**config.mk**
```make
export PLATFORM = sky130hd
export DESIGN_NAME = stepper_io
export DESIGN_NICKNAME = d
export VERILOG_FILES = /design/src/stepper_pkg.sv /design/src/io_register_bank.sv /design/src/spi_master.sv /design/src/move_sequencer.sv /design/src/step_timer.sv /design/src/stepper_io.sv
export SDC_FILE = /design/constraint.sdc
export NUM_CORES = 1
export LEC_CHECK = 0
export BUFFER_PORTS_ARGS = -buffer_cell sky130_fd_sc_hd__buf_2
export CAP_MARGIN = 20
export CORE_MARGIN = 5
export CORE_UTILIZATION = 50
export CTS_CLUSTER_SIZE = 20
export DETAILED_ROUTE_END_ITERATION = 12
export PLACE_DENSITY = 0.68
export SKIP_CTS_REPAIR_TIMING = 1
export SYNTH_ARGS = -nofsm -noshare
export SYNTH_HDL_FRONTEND = slang
export SYNTH_HIERARCHICAL = 1
export SYNTH_SLANG_ARGS = --single-unit
```
**constraint.sdc**
```tcl
create_clock -name clk_25mhz -period 7.2 [get_ports clk_25mhz]
set_input_delay 0.36 -clock clk_25mhz [delete_from_list [all_inputs] [get_ports clk_25mhz]]
set_output_delay 0.36 -clock clk_25mhz [all_outputs]
set_load 0.05 [all_outputs]
```
**src/stepper_pkg.sv**
```systemverilog
/*
 * Register map, timing constants and state encodings of the motion peripheral.
 * Periods are counted in system clocks; the ramp constants assume a 25 MHz clock.
 */
package stepper_pkg;

  // peripheral window and word offsets
  localparam logic [31:0] io_base           = 32'h1000_0000;
  localparam logic [31:0] reg_leds          = 32'h00;
  localparam logic [31:0] reg_spi_out_upper = 32'h04;
  localparam logic [31:0] reg_spi_out_lower = 32'h08;
  localparam logic [31:0] reg_spi_in_upper  = 32'h0c;
  localparam logic [31:0] reg_spi_in_lower  = 32'h10;
  localparam logic [31:0] reg_spi_config    = 32'h14;
  localparam logic [31:0] reg_spi_status    = 32'h18;
  localparam logic [31:0] reg_move_control  = 32'h1c;
  localparam logic [31:0] reg_move_steps    = 32'h20;
  localparam logic [31:0] reg_move_status   = 32'h24;

  typedef enum logic [3:0] {
    sel_leds,
    sel_spi_out_upper,
    sel_spi_out_lower,
    sel_spi_in_upper,
    sel_spi_in_lower,
    sel_spi_config,
    sel_spi_status,
    sel_move_control,
    sel_move_steps,
    sel_move_status,
    reg_none
  } reg_sel_t;

  // spi frame engine
  localparam int spi_frame_bits = 40;
  localparam int spi_cs_count   = 12;
  localparam int spi_clk_div    = 4;
  localparam int spi_div_bits   = 2;
  localparam int spi_count_bits = 6;

  typedef enum logic [1:0] {
    spi_idle,
    spi_shift,
    spi_finish
  } spi_state_t;

  // step generation, all in clock cycles
  localparam int period_bits     = 16;
  localparam int steps_bits      = 24;
  localparam int step_pulse_bits = 4;

  localparam logic [period_bits-1:0]     start_period      = 16'd200;
  localparam logic [period_bits-1:0]     min_period        = 16'd40;
  localparam logic [period_bits-1:0]     ramp_delta        = 16'd16;
  localparam logic [step_pulse_bits-1:0] step_pulse_cycles = 4'd8;

  typedef enum logic [1:0] {
    mv_idle,
    mv_accel,
    mv_cruise,
    mv_decel
  } move_state_t;

endpackage

```
**src/io_register_bank.sv**
```systemverilog
/*
 * Word register bank on the valid/ready memory bus.
 * Master holds mem_valid until mem_ready; unaligned or unmapped accesses
 * still get a reply, writes are dropped and reads return zero.
 */
`timescale 1ns/1ps

module io_register_bank (
  input  logic                                    clk_in,
  input  logic                                    rst_n,
  input  logic                                    mem_valid,
  input  logic [31:0]                             mem_addr,
  input  logic [31:0]                             mem_wdata,
  input  logic [3:0]                              mem_wstrb,
  input  logic [stepper_pkg::spi_frame_bits-1:0] spi_rx_data,
  input  logic                                    spi_ready,
  input  logic                                    move_done,
  output logic                                    mem_ready,
  output logic [31:0]                             mem_rdata,
  output logic [stepper_pkg::spi_frame_bits-1:0] spi_tx_data,
  output logic [3:0]                              spi_cs_select,
  output logic                                    spi_send,
  output logic [stepper_pkg::steps_bits-1:0]     move_steps,
  output logic                                    move_dir,
  output logic                                    move_start,
  output logic [7:0]                              led
);
  import stepper_pkg::*;

  reg_sel_t    sel;
  logic        access;
  logic        wr;
  logic [31:0] wmask;
  logic [31:0] rd_mux;
  logic [7:0]  out_upper;
  logic [31:0] out_lower;

  // one reply per access, the flag blocks a second answer
  assign access = mem_valid && !mem_ready;
  assign wr     = access && (mem_wstrb != 4'b0000);
  assign wmask  = {{8{mem_wstrb[3]}}, {8{mem_wstrb[2]}}, {8{mem_wstrb[1]}}, {8{mem_wstrb[0]}}};

  assign spi_tx_data = {out_upper, out_lower};

  always_comb begin
    case (mem_addr)
      io_base + reg_leds:          sel = sel_leds;
      io_base + reg_spi_out_upper: sel = sel_spi_out_upper;
      io_base + reg_spi_out_lower: sel = sel_spi_out_lower;
      io_base + reg_spi_in_upper:  sel = sel_spi_in_upper;
      io_base + reg_spi_in_lower:  sel = sel_spi_in_lower;
      io_base + reg_spi_config:    sel = sel_spi_config;
      io_base + reg_spi_status:    sel = sel_spi_status;
      io_base + reg_move_control:  sel = sel_move_control;
      io_base + reg_move_steps:    sel = sel_move_steps;
      io_base + reg_move_status:   sel = sel_move_status;
      default:                     sel = reg_none;
    endcase
  end

  // strobe bits (config[0], control[0]) always read as zero
  always_comb begin
    case (sel)
      sel_leds:          rd_mux = {24'b0, led};
      sel_spi_out_upper: rd_mux = {24'b0, out_upper};
      sel_spi_out_lower: rd_mux = out_lower;
      sel_spi_in_upper:  rd_mux = {24'b0, spi_rx_data[39:32]};
      sel_spi_in_lower:  rd_mux = spi_rx_data[31:0];
      sel_spi_config:    rd_mux = {27'b0, spi_cs_select, 1'b0};
      sel_spi_status:    rd_mux = {31'b0, spi_ready};
      sel_move_control:  rd_mux = {30'b0, move_dir, 1'b0};
      sel_move_steps:    rd_mux = {8'b0, move_steps};
      sel_move_status:   rd_mux = {31'b0, move_done};
      default:           rd_mux = 32'b0;
    endcase
  end

  always_ff @(posedge clk_in or negedge rst_n) begin
    if (!rst_n) begin
      mem_ready     <= 1'b0;
      mem_rdata     <= 32'b0;
      led           <= 8'b0;
      spi_cs_select <= 4'b0;
      spi_send      <= 1'b0;
      move_steps    <= '0;
      move_dir      <= 1'b0;
      move_start    <= 1'b0;
    end else begin
      mem_ready  <= access;
      mem_rdata  <= access ? rd_mux : 32'b0;
      spi_send   <= wr && (sel == sel_spi_config) && mem_wstrb[0] && mem_wdata[0];
      move_start <= wr && (sel == sel_move_control) && mem_wstrb[0] && mem_wdata[0];
      if (wr) begin
        case (sel)
          sel_leds:         led <= (led & ~wmask[7:0]) | (mem_wdata[7:0] & wmask[7:0]);
          sel_spi_config:   if (mem_wstrb[0]) spi_cs_select <= mem_wdata[4:1];
          sel_move_control: if (mem_wstrb[0]) move_dir <= mem_wdata[1];
          sel_move_steps: begin
            move_steps <= (move_steps & ~wmask[23:0]) | (mem_wdata[23:0] & wmask[23:0]);
          end
          default: ;
        endcase
      end
    end
  end

  // outgoing frame data
  always_ff @(posedge clk_in) begin
    if (wr && sel == sel_spi_out_upper) begin
      out_upper <= (out_upper & ~wmask[7:0]) | (mem_wdata[7:0] & wmask[7:0]);
    end
    if (wr && sel == sel_spi_out_lower) begin
      out_lower <= (out_lower & ~wmask) | (mem_wdata & wmask);
    end
  end

  // request stays put until it is answered
  a_hold_request: assert property (@(posedge clk_in) disable iff (!rst_n)
    mem_valid && !mem_ready |=> mem_valid && $stable(mem_addr) && $stable(mem_wstrb));

endmodule

```
**src/spi_master.sv**
```systemverilog
/*
 * 40-bit full-duplex SPI master, mode 0, MSB first.
 * A send while a frame is in flight is dropped; a select of 12 or more
 * runs the frame with every chip select high.
 */
`timescale 1ns/1ps

module spi_master (
  input  logic                                    clk_in,
  input  logic                                    rst_n,
  input  logic [stepper_pkg::spi_frame_bits-1:0] tx_data,
  input  logic [3:0]                              cs_select,
  input  logic                                    send,
  input  logic                                    miso,
  output logic [stepper_pkg::spi_frame_bits-1:0] rx_data,
  output logic                                    ready,
  output logic                                    sck,
  output logic                                    mosi,
  output logic [stepper_pkg::spi_cs_count-1:0]   cs_n
);
  import stepper_pkg::*;

  spi_state_t                state;
  logic [spi_frame_bits-1:0] shreg;
  logic [spi_div_bits-1:0]   div_cnt;
  logic [spi_count_bits-1:0] bit_cnt;
  logic [3:0]                cs_idx;
  logic                      miso_q;
  logic                      half_tick;
  logic                      accept;

  assign accept    = (state == spi_idle) && send && ready;
  assign half_tick = (div_cnt == spi_div_bits'(spi_clk_div - 1));

  // shared shift register, tx leaves at the top and rx enters at the bottom
  assign mosi = shreg[spi_frame_bits-1];

  assign cs_n = (state == spi_shift && cs_idx < spi_cs_count) ?
                ~(spi_cs_count'(1) << cs_idx) : '1;

  always_ff @(posedge clk_in or negedge rst_n) begin
    if (!rst_n) begin
      state   <= spi_idle;
      ready   <= 1'b1;
      sck     <= 1'b0;
      div_cnt <= '0;
      bit_cnt <= '0;
      cs_idx  <= '0;
    end else begin
      case (state)
        spi_idle: begin
          if (accept) begin
            state   <= spi_shift;
            ready   <= 1'b0;
            cs_idx  <= cs_select;
            div_cnt <= '0;
            bit_cnt <= '0;
          end
        end
        spi_shift: begin
          div_cnt <= half_tick ? '0 : div_cnt + 1'b1;
          if (half_tick) begin
            sck <= ~sck;
            // falling edge ends one bit
            if (sck) begin
              bit_cnt <= bit_cnt + 1'b1;
              if (bit_cnt == spi_count_bits'(spi_frame_bits - 1)) begin
                state <= spi_finish;
              end
            end
          end
        end
        spi_finish: begin
          ready <= 1'b1;
          state <= spi_idle;
        end
        default: state <= spi_idle;
      endcase
    end
  end

  always_ff @(posedge clk_in) begin
    if (accept) begin
      shreg <= tx_data;
    end else if (state == spi_shift && half_tick) begin
      if (!sck) begin
        miso_q <= miso;
      end else begin
        shreg <= {shreg[spi_frame_bits-2:0], miso_q};
      end
    end
    if (state == spi_finish) begin
      rx_data <= shreg;
    end
  end

  // sck rests low outside a frame
  a_sck_idle: assert property (@(posedge clk_in) disable iff (!rst_n)
    (state != spi_shift) |-> !sck);

endmodule

```
**src/move_sequencer.sv**
```systemverilog
/*
 * Trapezoid step planner: linear ramp down from start_period to min_period,
 * cruise, then a mirrored ramp up. A start while a move runs is ignored.
 */
`timescale 1ns/1ps

module move_sequencer (
  input  logic                                 clk_in,
  input  logic                                 rst_n,
  input  logic                                 start,
  input  logic [stepper_pkg::steps_bits-1:0]  steps,
  input  logic                                 dir_in,
  input  logic                                 period_done,
  output logic                                 done,
  output logic                                 dir,
  output logic                                 load,
  output logic [stepper_pkg::period_bits-1:0] period
);
  import stepper_pkg::*;

  move_state_t            state;
  move_state_t            state_next;
  logic [steps_bits-1:0]  left;
  logic [steps_bits-1:0]  left_now;
  logic [steps_bits-1:0]  ramp;
  logic [period_bits-1:0] period_next;
  logic                   accept;
  logic                   more;
  logic                   ramp_inc;

  assign accept = (state == mv_idle) && start && (steps != '0);
  assign more   = (state != mv_idle) && period_done && (left != '0);

  // timer reloads in the same cycle its period ends
  assign load = accept || more;

  // steps still to be started once the current load goes out
  assign left_now = accept ? steps - 1'b1 : left - 1'b1;

  // plan the period after the one being loaded now
  always_comb begin
    ramp_inc = 1'b0;
    if (left_now <= ramp) begin
      state_next  = mv_decel;
      period_next = (period > start_period - ramp_delta) ? start_period : period + ramp_delta;
    end else if (period > min_period) begin
      state_next  = mv_accel;
      ramp_inc    = 1'b1;
      period_next = (period < min_period + ramp_delta) ? min_period : period - ramp_delta;
    end else begin
      state_next  = mv_cruise;
      period_next = min_period;
    end
  end

  always_ff @(posedge clk_in or negedge rst_n) begin
    if (!rst_n) begin
      state  <= mv_idle;
      done   <= 1'b1;
      dir    <= 1'b0;
      left   <= '0;
      ramp   <= '0;
      period <= start_period;
    end else if (load) begin
      state  <= state_next;
      period <= period_next;
      left   <= left_now;
      if (ramp_inc) begin
        ramp <= ramp + 1'b1;
      end
      if (accept) begin
        done <= 1'b0;
        dir  <= dir_in;
      end
    end else if (state != mv_idle && period_done) begin
      // last period has run out
      state  <= mv_idle;
      done   <= 1'b1;
      ramp   <= '0;
      period <= start_period;
    end
  end

  a_period_range: assert property (@(posedge clk_in) disable iff (!rst_n)
    load |-> (period >= min_period) && (period <= start_period));

endmodule

```
**src/step_timer.sv**
```systemverilog
/*
 * Period down-counter; step is high for the first step_pulse_cycles
 * of each period. A load in the last cycle chains periods with no gap.
 */
`timescale 1ns/1ps

module step_timer (
  input  logic                                 clk_in,
  input  logic                                 rst_n,
  input  logic                                 load,
  input  logic [stepper_pkg::period_bits-1:0] period,
  output logic                                 period_done,
  output logic                                 step
);
  import stepper_pkg::*;

  logic [period_bits-1:0]     cnt;
  logic [step_pulse_bits-1:0] pulse_cnt;
  logic                       running;

  assign period_done = running && (cnt == '0);
  assign step        = (pulse_cnt != '0);

  always_ff @(posedge clk_in or negedge rst_n) begin
    if (!rst_n) begin
      cnt       <= '0;
      pulse_cnt <= '0;
      running   <= 1'b0;
    end else if (load) begin
      cnt       <= period - 1'b1;
      pulse_cnt <= step_pulse_cycles;
      running   <= 1'b1;
    end else begin
      if (pulse_cnt != '0) begin
        pulse_cnt <= pulse_cnt - 1'b1;
      end
      if (running) begin
        if (cnt == '0) begin
          running <= 1'b0;
        end else begin
          cnt <= cnt - 1'b1;
        end
      end
    end
  end

endmodule

```
**src/stepper_io.sv**
```systemverilog
/*
 * Motion peripheral top: bus register bank, SPI master and one step axis.
 * Bus follows the valid/ready handshake; a single processor is assumed.
 */
`timescale 1ns/1ps

module stepper_io (
  input  logic        clk_25mhz,
  input  logic        rst_n,
  input  logic        mem_valid,
  input  logic [31:0] mem_addr,
  input  logic [31:0] mem_wdata,
  input  logic [3:0]  mem_wstrb,
  input  logic        miso,
  output logic        mem_ready,
  output logic [31:0] mem_rdata,
  output logic        sck,
  output logic        mosi,
  output logic [11:0] cs_n,
  output logic        step,
  output logic        dir,
  output logic [7:0]  led
);
  import stepper_pkg::*;

  logic [spi_frame_bits-1:0] spi_tx_data;
  logic [spi_frame_bits-1:0] spi_rx_data;
  logic [3:0]                spi_cs_select;
  logic                      spi_send;
  logic                      spi_ready;
  logic [steps_bits-1:0]     move_steps;
  logic                      move_dir;
  logic                      move_start;
  logic                      move_done;
  logic                      tmr_load;
  logic                      period_done;
  logic [period_bits-1:0]    period;

  io_register_bank bank0 (
    .clk_in(clk_25mhz), .rst_n(rst_n),
    .mem_valid(mem_valid), .mem_addr(mem_addr), .mem_wdata(mem_wdata),
    .mem_wstrb(mem_wstrb), .spi_rx_data(spi_rx_data), .spi_ready(spi_ready),
    .move_done(move_done), .mem_ready(mem_ready), .mem_rdata(mem_rdata),
    .spi_tx_data(spi_tx_data), .spi_cs_select(spi_cs_select), .spi_send(spi_send),
    .move_steps(move_steps), .move_dir(move_dir), .move_start(move_start), .led(led)
  );

  spi_master spi0 (
    .clk_in(clk_25mhz), .rst_n(rst_n),
    .tx_data(spi_tx_data), .cs_select(spi_cs_select), .send(spi_send), .miso(miso),
    .rx_data(spi_rx_data), .ready(spi_ready), .sck(sck), .mosi(mosi), .cs_n(cs_n)
  );

  move_sequencer seq0 (
    .clk_in(clk_25mhz), .rst_n(rst_n),
    .start(move_start), .steps(move_steps), .dir_in(move_dir),
    .period_done(period_done), .done(move_done), .dir(dir),
    .load(tmr_load), .period(period)
  );

  step_timer tmr0 (
    .clk_in(clk_25mhz), .rst_n(rst_n),
    .load(tmr_load), .period(period), .period_done(period_done), .step(step)
  );

endmodule

```
==> impl_results.md <==
* Yosys top cell area share at 27.39%
* Crit path launch type: flip-flop
* Worst Path Class, Setup: flip-flop to flip-flop
* Ys async rst share at 58.98%
* TritonCTS clock tree: built
* Reg clk slew, reported paths at 60 ps
* Req. time, crit path at 7670 ps
* N_diodes at 0
* Worst Hold Class: primary input to flip-flop
* Crit Path Max Fanout at 10
* Slew headroom at 28.50%
* Number of routed nets with antenna violations at 0
* Post-synth cell types at 96
* Sum of negative setup slack at 0 ps
* Top FF cell, synth: dfrtp_1
* Top cells by area, synth: dfrtp_1 27%, edfxtp_1 24%, mux2_2 3.9%
* Worst-Skew Late Latency at 570 ps
* CP Data Arrival Time at 7140 ps
* Fin crit period at 6673 ps
* Final worst path period share at 92.68%
* Vias in the first global route at 11,120
* Root Driver: clkbuf_16
* Final Hold Fails at 0
* Setup crit start: bank0/move_steps[15]
* Post-synthesis sequential area ratio at 51.77%
* Design area at 17,630 µm²
* Post-synth top area cell: dfrtp_1
* Chip height at 185.7 µm
* Max Slew Vio Count at 0
* Peak Freq at 149.9 MHz
* Routed WL at 38.84 mm
* WL/cell at 20.32 µm
* # IOs at 129
* H-tree Lvls at 1
* EDFF count, synth at 121
* Grt ovf at 0
* Number of synthesized register bits at 295
* Pin count of the biggest net entering global routing at 67
* Worst slew pin tran at 1071 ps
* Initial DRC Count at 1,126
* RSZ-0062 raised after global routing: true
* Syn_area_per_cell at 11.45 µm²
* Synth-to-Final Area Change at 14.19%
* Core area at 30,510 µm²
* Row cnt at 64
* PD cells at 195.0 nW/µm²
* Final core utilization at 57.79%
* Worst-case clock skew at 13.91 ps
* Max_cap viols at 0
* Setup crit end kind: flip-flop
* Nets at 1,595
* Synth Instances at 1,349
* Layout cells sized above 1 at 21.58%
* DP Wirelength at 26.66 mm
* Post-synth design cell area at 15,440 µm²
* Initial Util at 50.61%
* HP Start: mem_wdata[17]
* Chip Width at 185.7 µm
* Tot GR Track Use at 21.96%
* Leak at 0.007289 µW
* CTS Buffer Depth at 3
* # DRC at 0
* Die area at 34,490 µm²
* Worst R2R Start: bank0/move_steps[15]
* FILL cells at 2,467
* DR pass1 iterations at 6
* Yosys Warn Count at 6
* CTS sink count at 295
* Placed cell area at 16,380 µm²
* Via count at 11,490
* Vias per cell at 6.015
* Gp weighted congestion at 0.8984
* First-pass GRT wire length at 61.29 mm
* Outcome: finished clean
* Max IR drop VDD at 184.5 µV
* Endpoints failing setup at 0
* Count of buffers from port buffering at 128
* Antenna violations before repair at 0
* Total CTS buffers at 31
[cell usage after synthesis, drive strengths merged (6+ instances only)]
cell / count
nor4: 47
inv: 44
o211ai: 14
or3: 12
mux2: 97
xnor2: 41
a31oi: 19
dfrtp: 169
a22oi: 20
xor2: 17
nor4b: 9
nor3b: 16
nand3: 31
a21oi: 38
nand2b: 18
clkbuf: 27
mux2i: 31
o22ai: 7
nor3: 49
or4: 10
nor2b: 11
nor2: 111
and3: 16
nand2: 124
ha: 33
o21ai: 40
nand3b: 6
edfxtp: 121
a222oi: 18
a211oi: 9
buf: 36
nand4: 21
[state kept, by name, indices dropped and copies added, names as in the netlist, 16 cells and up]
name / count
bank0/mem_rdata: 32
bank0/move_steps: 24
bank0/out_lower: 32
seq0/left: 24
seq0/ramp: 24
spi0/rx_data: 40
spi0/shreg: 40
tmr0/cnt: 16
[metrics by stage]
step / power, µW / worst slack [ps] / hold slack [ps] / std cells
after floorplan: 1798 / 1172 / 64.41 / 1351
after global placement: 1852 / 755.2 / 418.3 / 1830
after detailed placement: 1852 / 587.4 / 420.8 / 1831
after CTS: 3459 / 554.4 / -185.9 / 1889
after global routing: 3548 / 1.217 / 0.01077 / 1911
final: 3438 / 526.7 / 24.33 / 1911
[final cells by class]
class / instances / area [µm²] / area share (%)
clock buffer: 50 / 918.4 / 5.209
inverter: 44 / 165.2 / 0.9368
tap: 396 / 495.5 / 2.810
multi-input combinational: 949 / 6944 / 39.39
sequential: 295 / 7994 / 45.34
clock inverter: 8 / 103.9 / 0.5890
timing repair buffer: 169 / 1010 / 5.727
[worst max-delay path, cell delays in order, from the launching register on]
cell	delay, ps
dfrtp_1	440
nor4_1	380
nand3_1	310
o41ai_4	580
mux2i_1	260
ha_1	250
or4b_1	600
or4_1	450
nor4_1	230
mux2i_1	220
a211oi_2	320
xnor2_1	120
ha_1	300
nand4_1	150
nor4_1	490
o31a_1	320
o21ai_0	290
buf_4	280
or4_1	480
o211ai_1	110
[metal layers]
layer  routed length (µm)  vias to the layer above  GRT usage [%]
li1                     -                     5341              -
met1                17640                     5682          33.06
met2                17730                      408          33.66
met3                 2736                       63          3.772
met4                  730                        0          4.780
met5                    0                        -              0
[kinds of logic after synthesis]
group / Yosys count / share of synthesized area, %
XOR/XNOR: 58 / 3.290
other: 1 / 0.02429
flip-flops: 295 / 51.77
AO/OA/AOI/OAI: 229 / 10.58
AND/OR/NAND/NOR: 498 / 18.40
buffers and inverters: 107 / 3.517
adder cells (fa/ha/maj): 33 / 2.674
multiplexers: 128 / 9.741
[cell usage in the layout (no fill, tap or decap), types with 32 or more instances in the layout]
| cell type | Yosys | final |
|---|---|---|
| a21oi_1 | 37 | 37 |
| mux2_2 | 53 | 53 |
| inv_1 | 43 | 43 |
| nor2_1 | 108 | 108 |
| nand2_1 | 124 | 124 |
| buf_2 | 18 | 127 |
| o21ai_0 | 37 | 37 |
| ha_1 | 33 | 33 |
| dfrtp_1 | 169 | 169 |
| clkbuf_16 | 0 | 32 |
| xnor2_1 | 41 | 41 |
| edfxtp_1 | 121 | 121 |
| nor3_1 | 46 | 46 |
[worst paths after layout]
kind | endpoint | slack [ps] | cells after the start
setup / recovery | seq0/ramp[5] | 530 | 19
hold / removal | bank0/out_lower[17] | 20 | 1
setup reg to reg | seq0/ramp[5] | 530 | 19
hold reg to reg | spi0/rx_data[38] | 450 | 0
max in group asynchronous | bank0/mem_rdata[29] | 5590 | 3
min in group asynchronous | seq0/period[14] | 360 | 2
[power breakdown]
part           total, µW  leakage, µW  switching, µW  internal [µW]
sequential          1750      0.00347          0.291           1750
combinational       83.4      0.00332           53.4           30.0
clock               1610     0.000501            665            943
Note: power is estimated with default switching activity, not from simulation.
